**config.mk**
```make
export PLATFORM = sky130hd
export DESIGN_NAME = ilk_rx_packet_top
export DESIGN_NICKNAME = d
export VERILOG_FILES = /design/src/logic/ilk_word_pkg.sv /design/src/logic/ilk_reg_pkg.sv /design/src/logic/ilk_word_if.sv /design/src/logic/ilk_rx_annotate.sv /design/src/logic/ilk_rx_compact.sv /design/src/logic/ilk_rx_regroup.sv /design/src/logic/ilk_rx_apb_regs.sv /design/src/logic/ilk_rx_packet_top.sv
export SDC_FILE = /design/constraint.sdc
export NUM_CORES = 2
export LEC_CHECK = 0
export BUFFER_PORTS_ARGS = -buffer_cell sky130_fd_sc_hd__buf_2
export CORE_ASPECT_RATIO = 0.7
export CORE_MARGIN = 3
export CORE_UTILIZATION = 45
export DETAILED_ROUTE_END_ITERATION = 8
export PLACE_DENSITY = 0.59
export SLEW_MARGIN = 40
export SYNTH_ARGS = -nofsm -noshare
export SYNTH_HDL_FRONTEND = slang
export SYNTH_HIERARCHICAL = 1
export SYNTH_SLANG_ARGS = --single-unit
```
**constraint.sdc**
```tcl
create_clock -name clk -period 12.41 [get_ports clk]
set_input_delay 3.723 -clock clk [delete_from_list [all_inputs] [get_ports clk]]
set_output_delay 3.723 -clock clk [all_outputs]
set_load 0.1 [all_outputs]
```
**src/logic/ilk_word_pkg.sv**
```systemverilog
package ilk_word_pkg;

	////////////////////////////////////////////////////////////////////////////
	// word format of the lane-bonded receive stream
	////////////////////////////////////////////////////////////////////////////

	// payload bits of one word
	localparam int word_bits = 64;

	// one input word is payload plus the control flag on top
	localparam int in_word_bits = word_bits + 1;

	// set for a control word, clear for data
	localparam int ctl_bit = 64;

	////////////////////////////////////////////////////////////////////////////
	// burst control word fields
	////////////////////////////////////////////////////////////////////////////

	// start of packet, applies to the next data word
	localparam int sop_bit = 63;

	// end of packet, applies to the previous data word
	localparam int eop_bit = 62;

	// low end of the 3-bit field: valid bytes of the last word minus one
	localparam int eop_bytes_lsb = 59;

	// per-word end mark, top bit is eop and the rest is the byte count minus one
	localparam int eopbits_w = 4;

	// unused bytes of a 16-byte output beat
	localparam int empty_w = 4;

	// control kind, encoded as {eop, sop} flag bits
	typedef enum logic [1:0] {
		ctl_idle    = 2'b00,
		ctl_sop     = 2'b01,
		ctl_eop     = 2'b10,
		ctl_eop_sop = 2'b11
	} ctl_kind_e;

endpackage

```
**src/logic/ilk_reg_pkg.sv**
```systemverilog
package ilk_reg_pkg;

	// apb bus widths
	localparam int apb_addr_w = 8;
	localparam int apb_data_w = 32;

	// each event counter saturates at all ones
	localparam int cnt_w = 16;

	// register map, byte addresses
	typedef enum logic [apb_addr_w-1:0] {
		reg_ctrl    = 8'h00,
		reg_pkt_cnt = 8'h04,
		reg_err_cnt = 8'h08,
		reg_ovf_cnt = 8'h0C
	} reg_addr_e;

endpackage

```
**src/logic/ilk_word_if.sv**
```systemverilog
`timescale 1ns/1ns

// one cycle of annotated words, index 1 is the upper word and first in time
interface ilk_word_if;

	// word payloads
	logic [1:0][ilk_word_pkg::word_bits-1:0] words;

	// one valid bit per word, no handshake
	logic [1:0] valid;

	// start of packet per word
	logic [1:0] sop;

	// end mark per word, {eop, bytes minus one}
	logic [1:0][ilk_word_pkg::eopbits_w-1:0] eopbits;

	modport src (
		output words,
		output valid,
		output sop,
		output eopbits
	);

	modport dst (
		input words,
		input valid,
		input sop,
		input eopbits
	);

endinterface

```
**src/logic/ilk_rx_annotate.sv**
```systemverilog
`timescale 1ns/1ns

module ilk_rx_annotate (
	input  logic clk,
	input  logic arst,
	input  logic [2*ilk_word_pkg::in_word_bits-1:0] din,
	input  logic din_valid,
	ilk_word_if.src out
);

	localparam int iw = ilk_word_pkg::in_word_bits;
	localparam int bw = ilk_word_pkg::eopbits_w - 1;

	// last data word, waiting for its follower
	logic held_vld;
	logic [ilk_word_pkg::word_bits-1:0] held_data;
	logic held_sop;

	// sop seen, no data word yet
	logic pend_sop;

	// next-state values after walking both input words
	logic nxt_vld;
	logic [ilk_word_pkg::word_bits-1:0] nxt_data;
	logic nxt_sop;
	logic nxt_pend;

	// words released this cycle, slot i is released by input word i
	logic [1:0] rel_vld;
	logic [1:0][ilk_word_pkg::word_bits-1:0] rel_data;
	logic [1:0] rel_sop;
	logic [1:0][ilk_word_pkg::eopbits_w-1:0] rel_eop;

	////////////////////////////////////////////////////////////////////////////
	// walk upper word then lower word
	////////////////////////////////////////////////////////////////////////////

	always_comb begin
		logic [iw-1:0] w;
		ilk_word_pkg::ctl_kind_e kind;
		nxt_vld  = held_vld;
		nxt_data = held_data;
		nxt_sop  = held_sop;
		nxt_pend = pend_sop;
		rel_vld  = '0;
		rel_data = '0;
		rel_sop  = '0;
		rel_eop  = '0;
		for (int i = 1; i >= 0; i--) begin
			w = din[i*iw +: iw];
			kind = ilk_word_pkg::ctl_kind_e'({w[ilk_word_pkg::eop_bit], w[ilk_word_pkg::sop_bit]});
			if (din_valid) begin
				// any arriving word pushes out the held one
				if (nxt_vld) begin
					rel_vld[i]  = 1'b1;
					rel_data[i] = nxt_data;
					rel_sop[i]  = nxt_sop;
					// eop lands on the word just before the control word
					if (w[ilk_word_pkg::ctl_bit] &&
						(kind == ilk_word_pkg::ctl_eop || kind == ilk_word_pkg::ctl_eop_sop)) begin
						rel_eop[i] = {1'b1, w[ilk_word_pkg::eop_bytes_lsb +: bw]};
					end
				end
				if (w[ilk_word_pkg::ctl_bit]) begin
					// control words are consumed here
					nxt_vld = 1'b0;
					if (kind == ilk_word_pkg::ctl_sop || kind == ilk_word_pkg::ctl_eop_sop) begin
						nxt_pend = 1'b1;
					end
				end else begin
					// data word takes any pending sop and waits
					nxt_vld  = 1'b1;
					nxt_data = w[ilk_word_pkg::word_bits-1:0];
					nxt_sop  = nxt_pend;
					nxt_pend = 1'b0;
				end
			end
		end
	end

	////////////////////////////////////////////////////////////////////////////
	// registers
	////////////////////////////////////////////////////////////////////////////

	always_ff @(posedge clk or posedge arst) begin
		if (arst) begin
			held_vld  <= 1'b0;
			pend_sop  <= 1'b0;
			out.valid <= '0;
		end else begin
			held_vld  <= nxt_vld;
			pend_sop  <= nxt_pend;
			out.valid <= rel_vld;
		end
	end

	always_ff @(posedge clk) begin
		held_data   <= nxt_data;
		held_sop    <= nxt_sop;
		out.words   <= rel_data;
		out.sop     <= rel_sop;
		out.eopbits <= rel_eop;
	end

	// a sop from an earlier cycle must see a data word before any eop
	a_no_sop_eop: assert property (@(posedge clk) disable iff (arst)
		din_valid && pend_sop && din[iw + ilk_word_pkg::ctl_bit]
		|-> !din[iw + ilk_word_pkg::eop_bit])
		else $error("eop control word follows a sop with no data word between");

endmodule

```
**src/logic/ilk_rx_compact.sv**
```systemverilog
`timescale 1ns/1ns

module ilk_rx_compact (
	input  logic clk,
	input  logic arst,
	ilk_word_if.dst in_w,
	ilk_word_if.src out_w
);

	////////////////////////////////////////////////////////////////////////////
	// move a lone lower word into the upper slot
	////////////////////////////////////////////////////////////////////////////

	// only the valid mask is control state
	always_ff @(posedge clk or posedge arst) begin
		if (arst) begin
			out_w.valid <= '0;
		end else if (in_w.valid == 2'b01) begin
			out_w.valid <= 2'b10;
		end else begin
			// 00, 10 and 11 are already packed
			out_w.valid <= in_w.valid;
		end
	end

	always_ff @(posedge clk) begin
		if (in_w.valid == 2'b01) begin
			// upper slot gets the lower word and the lower slot is cleared
			out_w.words[1]   <= in_w.words[0];
			out_w.sop[1]     <= in_w.sop[0];
			out_w.eopbits[1] <= in_w.eopbits[0];
			out_w.words[0]   <= '0;
			out_w.sop[0]     <= 1'b0;
			out_w.eopbits[0] <= '0;
		end else begin
			out_w.words   <= in_w.words;
			out_w.sop     <= in_w.sop;
			out_w.eopbits <= in_w.eopbits;
		end
	end

	// the lower slot is never valid on its own
	a_packed: assert property (@(posedge clk) disable iff (arst)
		out_w.valid[0] |-> out_w.valid[1])
		else $error("compacted mask has a lower word without an upper word");

endmodule

```
**src/logic/ilk_rx_regroup.sv**
```systemverilog
`timescale 1ns/1ns

module ilk_rx_regroup #(
	parameter int buf_words = 8
) (
	input  logic clk,
	input  logic arst,
	ilk_word_if.dst in_w,
	input  logic enable,
	output logic [2*ilk_word_pkg::word_bits-1:0] avl_dout,
	output logic avl_dout_sop,
	output logic avl_dout_eop,
	output logic avl_valid,
	output logic avl_error,
	output logic [ilk_word_pkg::empty_w-1:0] avl_empty,
	input  logic avl_ready,
	output logic overflow,
	output logic pkt_done,
	output logic pkt_err
);

	localparam int ptr_w = $clog2(buf_words);
	localparam int ew = ilk_word_pkg::eopbits_w;
	localparam logic [ptr_w+1:0] depth = (ptr_w+2)'(buf_words);

	// one buffered word with its marks
	typedef struct packed {
		logic sop;
		logic [ew-1:0] eopbits;
		logic err;
		logic [ilk_word_pkg::word_bits-1:0] data;
	} entry_t;

	entry_t mem [buf_words];

	// free-running counters, one extra bit tells full from empty
	logic [ptr_w:0] wr_cnt;
	logic [ptr_w:0] rd_cnt;
	logic [ptr_w:0] used;
	logic [ptr_w-1:0] wr_idx;
	logic [ptr_w-1:0] wr_idx1;
	logic [ptr_w-1:0] rd_idx;
	logic [ptr_w-1:0] rd_idx1;

	// write side packet tracking
	logic in_pkt;
	logic bad;
	logic drop;
	logic nxt_in_pkt;
	logic nxt_bad;
	logic nxt_drop;
	logic [1:0] we;
	logic [1:0] nw;
	entry_t wd0;
	entry_t wd1;
	logic err_evt;
	logic ovf_evt;

	// beat built from the buffer head
	entry_t w0;
	entry_t w1;
	logic beat_rdy;
	logic beat_two;
	logic [2*ilk_word_pkg::word_bits-1:0] b_data;
	logic b_sop;
	logic b_eop;
	logic b_err;
	logic [ilk_word_pkg::empty_w-1:0] b_empty;
	logic load;

	assign used    = wr_cnt - rd_cnt;
	assign wr_idx  = wr_cnt[ptr_w-1:0];
	assign wr_idx1 = wr_idx + 1'b1;
	assign rd_idx  = rd_cnt[ptr_w-1:0];
	assign rd_idx1 = rd_idx + 1'b1;

	////////////////////////////////////////////////////////////////////////////
	// write side: filter the stream and store what fits
	////////////////////////////////////////////////////////////////////////////

	always_comb begin
		entry_t e;
		logic keep;
		logic w_eop;
		nxt_in_pkt = in_pkt;
		nxt_bad    = bad;
		nxt_drop   = drop;
		we      = '0;
		nw      = '0;
		wd0     = '0;
		wd1     = '0;
		err_evt = 1'b0;
		ovf_evt = 1'b0;
		// disabled, so nothing stored and no packet open
		if (!enable) begin
			nxt_in_pkt = 1'b0;
			nxt_drop   = 1'b0;
		end
		for (int i = 1; i >= 0; i--) begin
			w_eop  = in_w.eopbits[i][ew-1];
			e.sop     = in_w.sop[i];
			e.eopbits = in_w.eopbits[i];
			e.err     = 1'b0;
			e.data    = in_w.words[i];
			keep = 1'b0;
			if (in_w.valid[i] && enable) begin
				if (in_w.sop[i]) begin
					// sop inside a packet closes it; read side flags the beat
					err_evt = err_evt | nxt_in_pkt;
					nxt_bad = 1'b0;
					keep = 1'b1;
				end else if (!nxt_in_pkt) begin
					// stray data outside any packet
					err_evt = 1'b1;
				end else if (!nxt_drop) begin
					keep  = 1'b1;
					e.err = nxt_bad & w_eop;
				end
				if (keep && ({1'b0, used} + (ptr_w+2)'(nw)) >= depth) begin
					// no room, drop and flag the packet
					keep     = 1'b0;
					ovf_evt  = 1'b1;
					nxt_bad  = 1'b1;
					nxt_drop = in_pkt_start(in_w.sop[i], w_eop, nxt_drop);
				end else if (in_w.sop[i]) begin
					nxt_drop = 1'b0;
				end
				if (in_w.sop[i] || nxt_in_pkt) begin
					nxt_in_pkt = !w_eop;
				end
				if (w_eop) begin
					nxt_drop = 1'b0;
				end
				if (keep) begin
					if (nw == 2'd0) begin
						we[0] = 1'b1;
						wd0   = e;
					end else begin
						we[1] = 1'b1;
						wd1   = e;
					end
					nw = nw + 2'd1;
				end
			end
		end
	end

	// a dropped sop discards the rest of its packet
	function automatic logic in_pkt_start(input logic sop, input logic eop, input logic cur);
		in_pkt_start = (sop && !eop) ? 1'b1 : cur;
	endfunction

	////////////////////////////////////////////////////////////////////////////
	// read side: never pair an eop word with the next packet
	////////////////////////////////////////////////////////////////////////////

	assign w0 = mem[rd_idx];
	assign w1 = mem[rd_idx1];

	always_comb begin
		// single upper word by default
		b_data   = {w0.data, {ilk_word_pkg::word_bits{1'b0}}};
		b_sop    = w0.sop;
		b_eop    = w0.eopbits[ew-1];
		b_err    = w0.err;
		b_empty  = {1'b1, ~w0.eopbits[ew-2:0]};
		beat_two = 1'b0;
		beat_rdy = (used != '0) && w0.eopbits[ew-1];
		if (used[ptr_w:1] != '0 && !w0.eopbits[ew-1]) begin
			beat_rdy = 1'b1;
			if (w1.sop) begin
				// next packet started early, cut this one short
				b_eop   = 1'b1;
				b_err   = 1'b1;
				b_empty = ilk_word_pkg::empty_w'(8);
			end else begin
				beat_two = 1'b1;
				b_data   = {w0.data, w1.data};
				b_eop    = w1.eopbits[ew-1];
				b_err    = w1.err;
				b_empty  = w1.eopbits[ew-1] ? {1'b0, ~w1.eopbits[ew-2:0]} : '0;
			end
		end
	end

	// output register is free or being emptied
	assign load = beat_rdy && (!avl_valid || avl_ready);

	////////////////////////////////////////////////////////////////////////////
	// registers
	////////////////////////////////////////////////////////////////////////////

	always_ff @(posedge clk or posedge arst) begin
		if (arst) begin
			wr_cnt    <= '0;
			rd_cnt    <= '0;
			in_pkt    <= 1'b0;
			bad       <= 1'b0;
			drop      <= 1'b0;
			avl_valid <= 1'b0;
			overflow  <= 1'b0;
			pkt_err   <= 1'b0;
			pkt_done  <= 1'b0;
		end else begin
			wr_cnt   <= wr_cnt + (ptr_w+1)'(nw);
			in_pkt   <= nxt_in_pkt;
			bad      <= nxt_bad;
			drop     <= nxt_drop;
			overflow <= ovf_evt;
			pkt_err  <= err_evt;
			pkt_done <= avl_valid & avl_ready & avl_dout_eop;
			if (load) begin
				rd_cnt    <= rd_cnt + (beat_two ? (ptr_w+1)'(2) : (ptr_w+1)'(1));
				avl_valid <= 1'b1;
			end else if (avl_ready) begin
				avl_valid <= 1'b0;
			end
		end
	end

	always_ff @(posedge clk) begin
		if (we[0]) begin
			mem[wr_idx] <= wd0;
		end
		if (we[1]) begin
			mem[wr_idx1] <= wd1;
		end
		if (load) begin
			avl_dout     <= b_data;
			avl_dout_sop <= b_sop;
			avl_dout_eop <= b_eop;
			avl_error    <= b_err;
			avl_empty    <= b_empty;
		end
	end

	// stalled beat holds still
	a_stable: assert property (@(posedge clk) disable iff (arst)
		avl_valid && !avl_ready |=> avl_valid && $stable(avl_dout))
		else $error("avl_dout changed while stalled");

	a_level: assert property (@(posedge clk) disable iff (arst)
		{1'b0, used} <= depth)
		else $error("regroup buffer holds more than buf_words");

endmodule

```
**src/logic/ilk_rx_apb_regs.sv**
```systemverilog
`timescale 1ns/1ns

module ilk_rx_apb_regs (
	input  logic clk,
	input  logic arst,
	input  logic [ilk_reg_pkg::apb_addr_w-1:0] paddr,
	input  logic [ilk_reg_pkg::apb_data_w-1:0] pwdata,
	input  logic pwrite,
	input  logic psel,
	input  logic penable,
	output logic [ilk_reg_pkg::apb_data_w-1:0] prdata,
	output logic pready,
	output logic pslverr,
	input  logic pkt_done,
	input  logic pkt_err,
	input  logic ovf,
	output logic enable
);

	ilk_reg_pkg::reg_addr_e addr;
	logic acc;
	logic wr_en;
	logic mapped;

	// events and clears, index 0 packets, 1 errors, 2 overflows
	logic [2:0] ev;
	logic [2:0] clr;
	logic [ilk_reg_pkg::cnt_w-1:0] cnt [3];

	assign addr   = ilk_reg_pkg::reg_addr_e'(paddr);
	assign acc    = psel & penable;
	assign wr_en  = acc & pwrite;
	assign pready = 1'b1;
	assign ev     = {ovf, pkt_err, pkt_done};

	// any write to a counter address clears it, data ignored
	assign clr[0] = wr_en && addr == ilk_reg_pkg::reg_pkt_cnt;
	assign clr[1] = wr_en && addr == ilk_reg_pkg::reg_err_cnt;
	assign clr[2] = wr_en && addr == ilk_reg_pkg::reg_ovf_cnt;

	////////////////////////////////////////////////////////////////////////////
	// read mux
	////////////////////////////////////////////////////////////////////////////

	always_comb begin
		mapped = 1'b1;
		case (addr)
			ilk_reg_pkg::reg_ctrl:    prdata = ilk_reg_pkg::apb_data_w'(enable);
			ilk_reg_pkg::reg_pkt_cnt: prdata = ilk_reg_pkg::apb_data_w'(cnt[0]);
			ilk_reg_pkg::reg_err_cnt: prdata = ilk_reg_pkg::apb_data_w'(cnt[1]);
			ilk_reg_pkg::reg_ovf_cnt: prdata = ilk_reg_pkg::apb_data_w'(cnt[2]);
			default: begin
				prdata = '0;
				mapped = 1'b0;
			end
		endcase
	end

	// unmapped address errors in the access cycle
	assign pslverr = acc & ~mapped;

	////////////////////////////////////////////////////////////////////////////
	// control bit and saturating counters
	////////////////////////////////////////////////////////////////////////////

	always_ff @(posedge clk or posedge arst) begin
		if (arst) begin
			enable <= 1'b1;
			for (int k = 0; k < 3; k++) begin
				cnt[k] <= '0;
			end
		end else begin
			if (wr_en && addr == ilk_reg_pkg::reg_ctrl) begin
				enable <= pwdata[0];
			end
			for (int k = 0; k < 3; k++) begin
				if (clr[k]) begin
					cnt[k] <= '0;
				end else if (ev[k] && cnt[k] != '1) begin
					cnt[k] <= cnt[k] + 1'b1;
				end
			end
		end
	end

endmodule

```
**src/logic/ilk_rx_packet_top.sv**
```systemverilog
`timescale 1ns/1ns

module ilk_rx_packet_top #(
	parameter int buf_words = 8
) (
	input  logic clk,
	input  logic arst,
	// two input words, upper first, bit 64 marks control
	input  logic [2*ilk_word_pkg::in_word_bits-1:0] din,
	input  logic din_valid,
	// streaming packet output
	output logic [2*ilk_word_pkg::word_bits-1:0] avl_dout,
	output logic avl_dout_sop,
	output logic avl_dout_eop,
	output logic avl_valid,
	output logic avl_error,
	output logic [ilk_word_pkg::empty_w-1:0] avl_empty,
	input  logic avl_ready,
	output logic overflow,
	// apb register port
	input  logic [ilk_reg_pkg::apb_addr_w-1:0] paddr,
	input  logic [ilk_reg_pkg::apb_data_w-1:0] pwdata,
	input  logic pwrite,
	input  logic psel,
	input  logic penable,
	output logic [ilk_reg_pkg::apb_data_w-1:0] prdata,
	output logic pready,
	output logic pslverr
);

	// annotate to compact, compact to regroup
	ilk_word_if ann_w ();
	ilk_word_if cmp_w ();

	logic enable;
	logic pkt_done;
	logic pkt_err;

	ilk_rx_annotate u_annotate (
		.clk       (clk),
		.arst      (arst),
		.din       (din),
		.din_valid (din_valid),
		.out       (ann_w.src)
	);

	ilk_rx_compact u_compact (
		.clk   (clk),
		.arst  (arst),
		.in_w  (ann_w.dst),
		.out_w (cmp_w.src)
	);

	ilk_rx_regroup #(
		.buf_words (buf_words)
	) u_regroup (
		.clk          (clk),
		.arst         (arst),
		.in_w         (cmp_w.dst),
		.enable       (enable),
		.avl_dout     (avl_dout),
		.avl_dout_sop (avl_dout_sop),
		.avl_dout_eop (avl_dout_eop),
		.avl_valid    (avl_valid),
		.avl_error    (avl_error),
		.avl_empty    (avl_empty),
		.avl_ready    (avl_ready),
		.overflow     (overflow),
		.pkt_done     (pkt_done),
		.pkt_err      (pkt_err)
	);

	// overflow pulse doubles as the counter event
	ilk_rx_apb_regs u_regs (
		.clk      (clk),
		.arst     (arst),
		.paddr    (paddr),
		.pwdata   (pwdata),
		.pwrite   (pwrite),
		.psel     (psel),
		.penable  (penable),
		.prdata   (prdata),
		.pready   (pready),
		.pslverr  (pslverr),
		.pkt_done (pkt_done),
		.pkt_err  (pkt_err),
		.ovf      (overflow),
		.enable   (enable)
	);

endmodule

```
# After elaboration in Yosys (flattened, before gate mapping)
# Memory sizes are Yosys's and may differ from the RTL's.
# Index checks and enable logic that the tools add are counted.
# Widths: inputs -> output; s select.
word_totals:
  output_inout_bits: 171
  ramBits: 560
  inputBits: 177
  regBits: 546
  mem_count: 1
  elab_cells: 240
mem_list:
  columns: ["memory", "words", "width", "rd", "rd_clocked_by_memory_dff", "wr", "line", "rtl"]
  rows:
  - ["u_regroup.mem", 8, 70, 2, 0, 2, "ilk_rx_regroup.sv:34", "entry_t mem [buf_words];"]
op_classes:
  muxes: 119
  magnitude_cmp: 2
  bitwise_logic: 12
  n_reduce_logical: 43
  addsub: 10
  n_eq_ne: 13
op_table:
  columns: ["cell", "n"]
  rows:
  - ["$mux 70", 8]
  - ["$mux 64", 4]
  - ["$mux 128", 1]
  - ["$mux 16", 6]
  - ["$mux 1", 85]
  - ["$pmux 16 s4", 1]
  - ["$add 16x1->16 const B", 3]
  - ["$ne 16x16->1 const B", 3]
  - ["$logic_and 1x1->1", 18]
  - ["$eq 8x4->1 const B", 2]
  - ["$mux 2", 8]
  - ["$mux 3", 3]
  - ["$eq 2x2->1 const B", 4]
  - ["$eq 8x3->1 const B", 1]
  - ["$logic_not 8->1", 1]
  - ["$mux 4", 2]
  - ["$mux 8", 1]
  - ["$reduce_bool 2->1", 4]
  - ["$and 1x1->1", 7]
  - ["$logic_or 1x1->1", 7]
  - ["$add 3x1->3 const B", 2]
  - ["$eq 2x1->1 const B", 3]
  - ["$not 3->3", 2]
  - ["$reduce_and 3->1", 2]
  - ["16 further kinds", 21]

# Logic depth before layout (Yosys ltp)
depth:
  ltp_word: 20
  mapped_depth: 19
  depth_no_buf: 14

# Hierarchy
# Netlist, hierarchy kept.
modules_own_cells:
  columns: ["module", "area_per_inst_um2", "cells_per_inst", "seq_area_each_um2", "instances"]
  rows:
  - ["ilk_rx_regroup", 36812.8, 2516, 21245.4, 1]
  - ["ilk_rx_annotate", 6841.6, 545, 4164.0, 1]
  - ["ilk_rx_compact", 4186.5, 298, 2812.7, 1]
  - ["ilk_rx_apb_regs", 3339.5, 404, 1227.4, 1]

# Worst setup path before layout
# OpenSTA, ideal clock, no wires.
synth_timing:
  path_type: "in2out"
  startpoint: "input port paddr[5] (netlist name)"
  endpoint: "output port prdata[10] (netlist name)"
  path_slack_ns: 2.682
  arrival_ns: 6.005
  n_path_buf: 1
  required_time_ns: 8.687
  path_stages: 4
  path_cell_list: "nor4_1 -> nand2_1 -> clkbuf_1 -> nor2_1"
synth_between:
  elab_chain_cells: 2
  elab_cells_between_ends: 5
  cone_classes: "3 x eq/ne; 1 x mux; 1 x reduce/logical"
synth_lines:
  columns: ["element", "line", "rtl"]
  rows:
  - ["start: declaration", "ilk_rx_packet_top.sv:21", "input logic [ilk_reg_pkg::apb_addr_w-1:0] paddr,"]
  - ["$eq 8x4->1, or another cell as far along", "ilk_rx_apb_regs.sv:47", "case (addr)"]
  - ["$pmux 16 s4 (*)", "ilk_rx_apb_regs.sv:47", null]
  - ["end: declaration", "ilk_rx_packet_top.sv:26", "output logic [ilk_reg_pkg::apb_data_w-1:0] prdata,"]
# Every way passes the cells marked *; elsewhere a longest branch is shown, timed or not.

# Worst setup path after layout
layout_timing:
  startpoint: "input port paddr[5] (netlist name)"
  endpoint: "output port prdata[3] (netlist name)"
# Same word-level chain as after synthesis.

==> metrics.txt <==
port bufs between 200 and 300; 1st-pass router iterations 5; worst skew pair latency 0.73 ns; hold path depth 1; Synth-to-Final Area Change 12.3%; Clock Skews slightly above 0.04 ns; FF+latch area 29500 um2; post-route antenna net violation count 0; GR Util All Layers 27.9%; # hold bufs at CTS 0; period utilisation layout 75.4%; total number of H-tree levels 3; WP data arrival ~5.6 ns; Final nets slightly above 4000; Yosys top cell area share 40.8%; pin slew with the least headroom to its limit ~0.9 ns; CP required 8.69 ns; Clk Tree Root Cell clkbuf_16; CTS buffer count ~110; share of post-route cells with drive strength above 1 24.6%; initial antenna violation count 16; FILL cells approximately 9500; gr ovfl total 0; Detail Placement HPWL 91700 um; IO Pins around 350; minimum clock period 9.36 ns; Post-synth EDFFs around 700; Power Dens Cells 197 nW/um2; multi-input combinational cell area approximately 20000 um2; yosys warns 6; Slew Viols, Final 0; largest net degree at the start of global routing between 80 and 90; critical path class input port to output port; routability cong. 0.854; DR vias/cell between 6 and 7; slew margin rel. 38.9%; net switching power approximately 4.3 mW; top_reg_cell synth edfxtp_1; flop2flop setup slack between 6 and 7 ns; Worst R2R Path Depth 13; first-pass GRT wire length 242000 um; unrepaired setup endpoints after global routing false; setup TNS 0 ns; die width 409 um; worst min path class flop to flop; CTS sink count 1106; Worst setup EP type output port; Seq pwr share approximately two fifths; post-synthesis register bit count approximately 1100; combinational share of power a little under a third; worst-path fanout max 18; Post-Route WL roughly 170000 um; cell count after synthesis around 3800; average size of a mapped cell 13.6 um2; sequential area share after synthesis 57.5%; Core Rows about 100; Post-CTS Setup Inserts 0; post-synth top area cell edfxtp_1; Sw Share roughly 38%; via count 35000; die area between 100000 and 150000 um2; Leak Pwr approximately 19 nW; clock-pin slew on the worst setup and hold paths 0.07 ns; final number of setup-violating endpoints 0; pre-CTS WS just under 3 ns; maximum VDD drop between 0.2 and 0.25 mV; post-synthesis cell type count about 80; Worst setup SP type input port; Synth async-reset ratio around 6.3%; max_cap viols 0; initial DRC count ~4200; Internal 6.96 mW; clock power share 29.6%; top post-synthesis cells by area edfxtp_1, dfxtp_1, mux4_2, o2bb2ai_1, nand2_1; fmax about 110 MHz; top-count cell post-synth edfxtp_1; post-route DRC violation count 0; synth cell count leaders edfxtp_1, o2bb2ai_1, nand2_1; endpoints failing hold 0; cts repair resizes 0; per-cell routed wire length 30.6 um; Die H 288 um; core area 112000 um2; CTS tree built; setup ws final roughly 3.1 ns; Mapped Area just over 50000 um2; vias in the first global route ~34000; clk buf depth 3; Initial Utilization a little under half; status finished, final reports clean
registers in the layout (all words and copies together) (netlist names), 8 cells and up, named ones only:
signal	flops
u_regs/cnt	48
u_annotate/out.eopbits	8
u_regroup/avl_dout	128
u_regroup/mem	560
u_annotate/out.words	128
u_annotate/held_data	64
u_compact/out_w.eopbits	8
u_compact/out_w.words	128
final timing paths:
kind / start / end
worst max-delay path: paddr[5] / prdata[3]
worst min register to register: u_annotate/out.words[28] / u_compact/out_w.words[28]
worst max register to register: u_regroup/rd_cnt[2] / u_regroup/mem[2][20]
worst min-delay path: u_annotate/out.words[28] / u_compact/out_w.words[28]
min in group asynchronous: arst / u_compact/out_w.valid[1]
max in group asynchronous: arst / u_regroup/rd_cnt[1]
cells in the final DEF, fill, tap and decap left out, types with 8 or more instances in the layout:
master	synthesis	layout
mux2_4	11	11
a21oi_1	118	118
dfxtp_1	341	341
and3_1	75	71
or3_1	29	29
nand3_1	31	31
or4_1	12	12
nand2_1	468	462
ha_1	14	13
and4_1	10	10
edfxtp_1	695	695
dfrtp_1	69	65
o221a_1	58	58
mux2i_1	18	18
mux4_2	281	281
nor3_1	10	10
conb_1	2	17
clkbuf_8	0	22
clkinv_1	1	8
inv_1	25	23
buf_6	13	17
mux2_2	60	60
buf_2	99	297
clkbuf_1	139	25
nand4_1	22	22
o31ai_1	16	14
and2_1	145	145
clkbuf_16	0	114
buf_4	37	57
o2bb2ai_1	544	544
nand4bb_1	65	65
o21ai_0	47	41
nor2_1	67	65
o22ai_1	12	12
clkinv_2	0	16
cell type report:
cell class / instances / share of cell area (%)
flip-flops and latches: 1106 / 51.3
diodes: 5 / 0.0218
well taps: 1508 / 3.28
inverters: 28 / 0.205
clock inverters: 40 / 0.566
multi-input cells: 2241 / 34.9
repair buffers: 383 / 4.08
clock buffers: 164 / 5.69
kinds of logic (layout without fill, tap and decap cells):
kind of cell	Yosys count	in the layout	synth area share, %
other	2	22	0.0147
AND/OR/NAND/NOR	986	986	10.2
XOR/XNOR	13	13	0.222
AO/OA/AOI/OAI	838	838	13.3
buffers and inverters	431	615	3.87
multiplexers	370	370	14.4
flip-flops	1106	1106	57.5
adder cells (fa/ha/maj)	17	17	0.460
per-layer routing:
layer	track usage (%)	vias up	routed length, um
li1	-	14900	-
met1	39.9	17800	70300
met2	43.2	1905	76000
met3	5.70	321	16500
met4	8.49	12	4960
met5	0	-	91
metrics by stage:
step	cell area [um2]	hold WS, ns	instances	util (%)	power [mW]
floorplan	51200	0.424	3778	-	7.07
global placement	53500	0.431	5254	47.9	8.01
detailed placement	53800	0.432	5263	48.2	8.03
CTS	57400	0.447	5467	51.4	11.4
global route	57500	0.459	5471	51.5	11.7
finish	57500	0.443	5475	51.5	11.3
power groups by stage:
| stage | Sequential, mW | Combinational (mW) | Clock (mW) |
|---|---|---|---|
| final | 4.42 | 3.54 | 3.34 |
| after CTS | 4.44 | 3.53 | 3.39 |
| after detailed placement | 4.52 | 3.52 | 0 |
| after global routing | 4.45 | 3.72 | 3.52 |
| after global placement | 4.52 | 3.49 | 0 |
| after floorplan | 5.44 | 1.63 | 0 |
worst max-delay path, stage by stage:
cell and delay, ns:
buf_2 0.11, nor4_1 0.63, nand2_1 0.50, nor2_1 0.22, buf_2 0.45
Power figures use the tool's default switching activity.
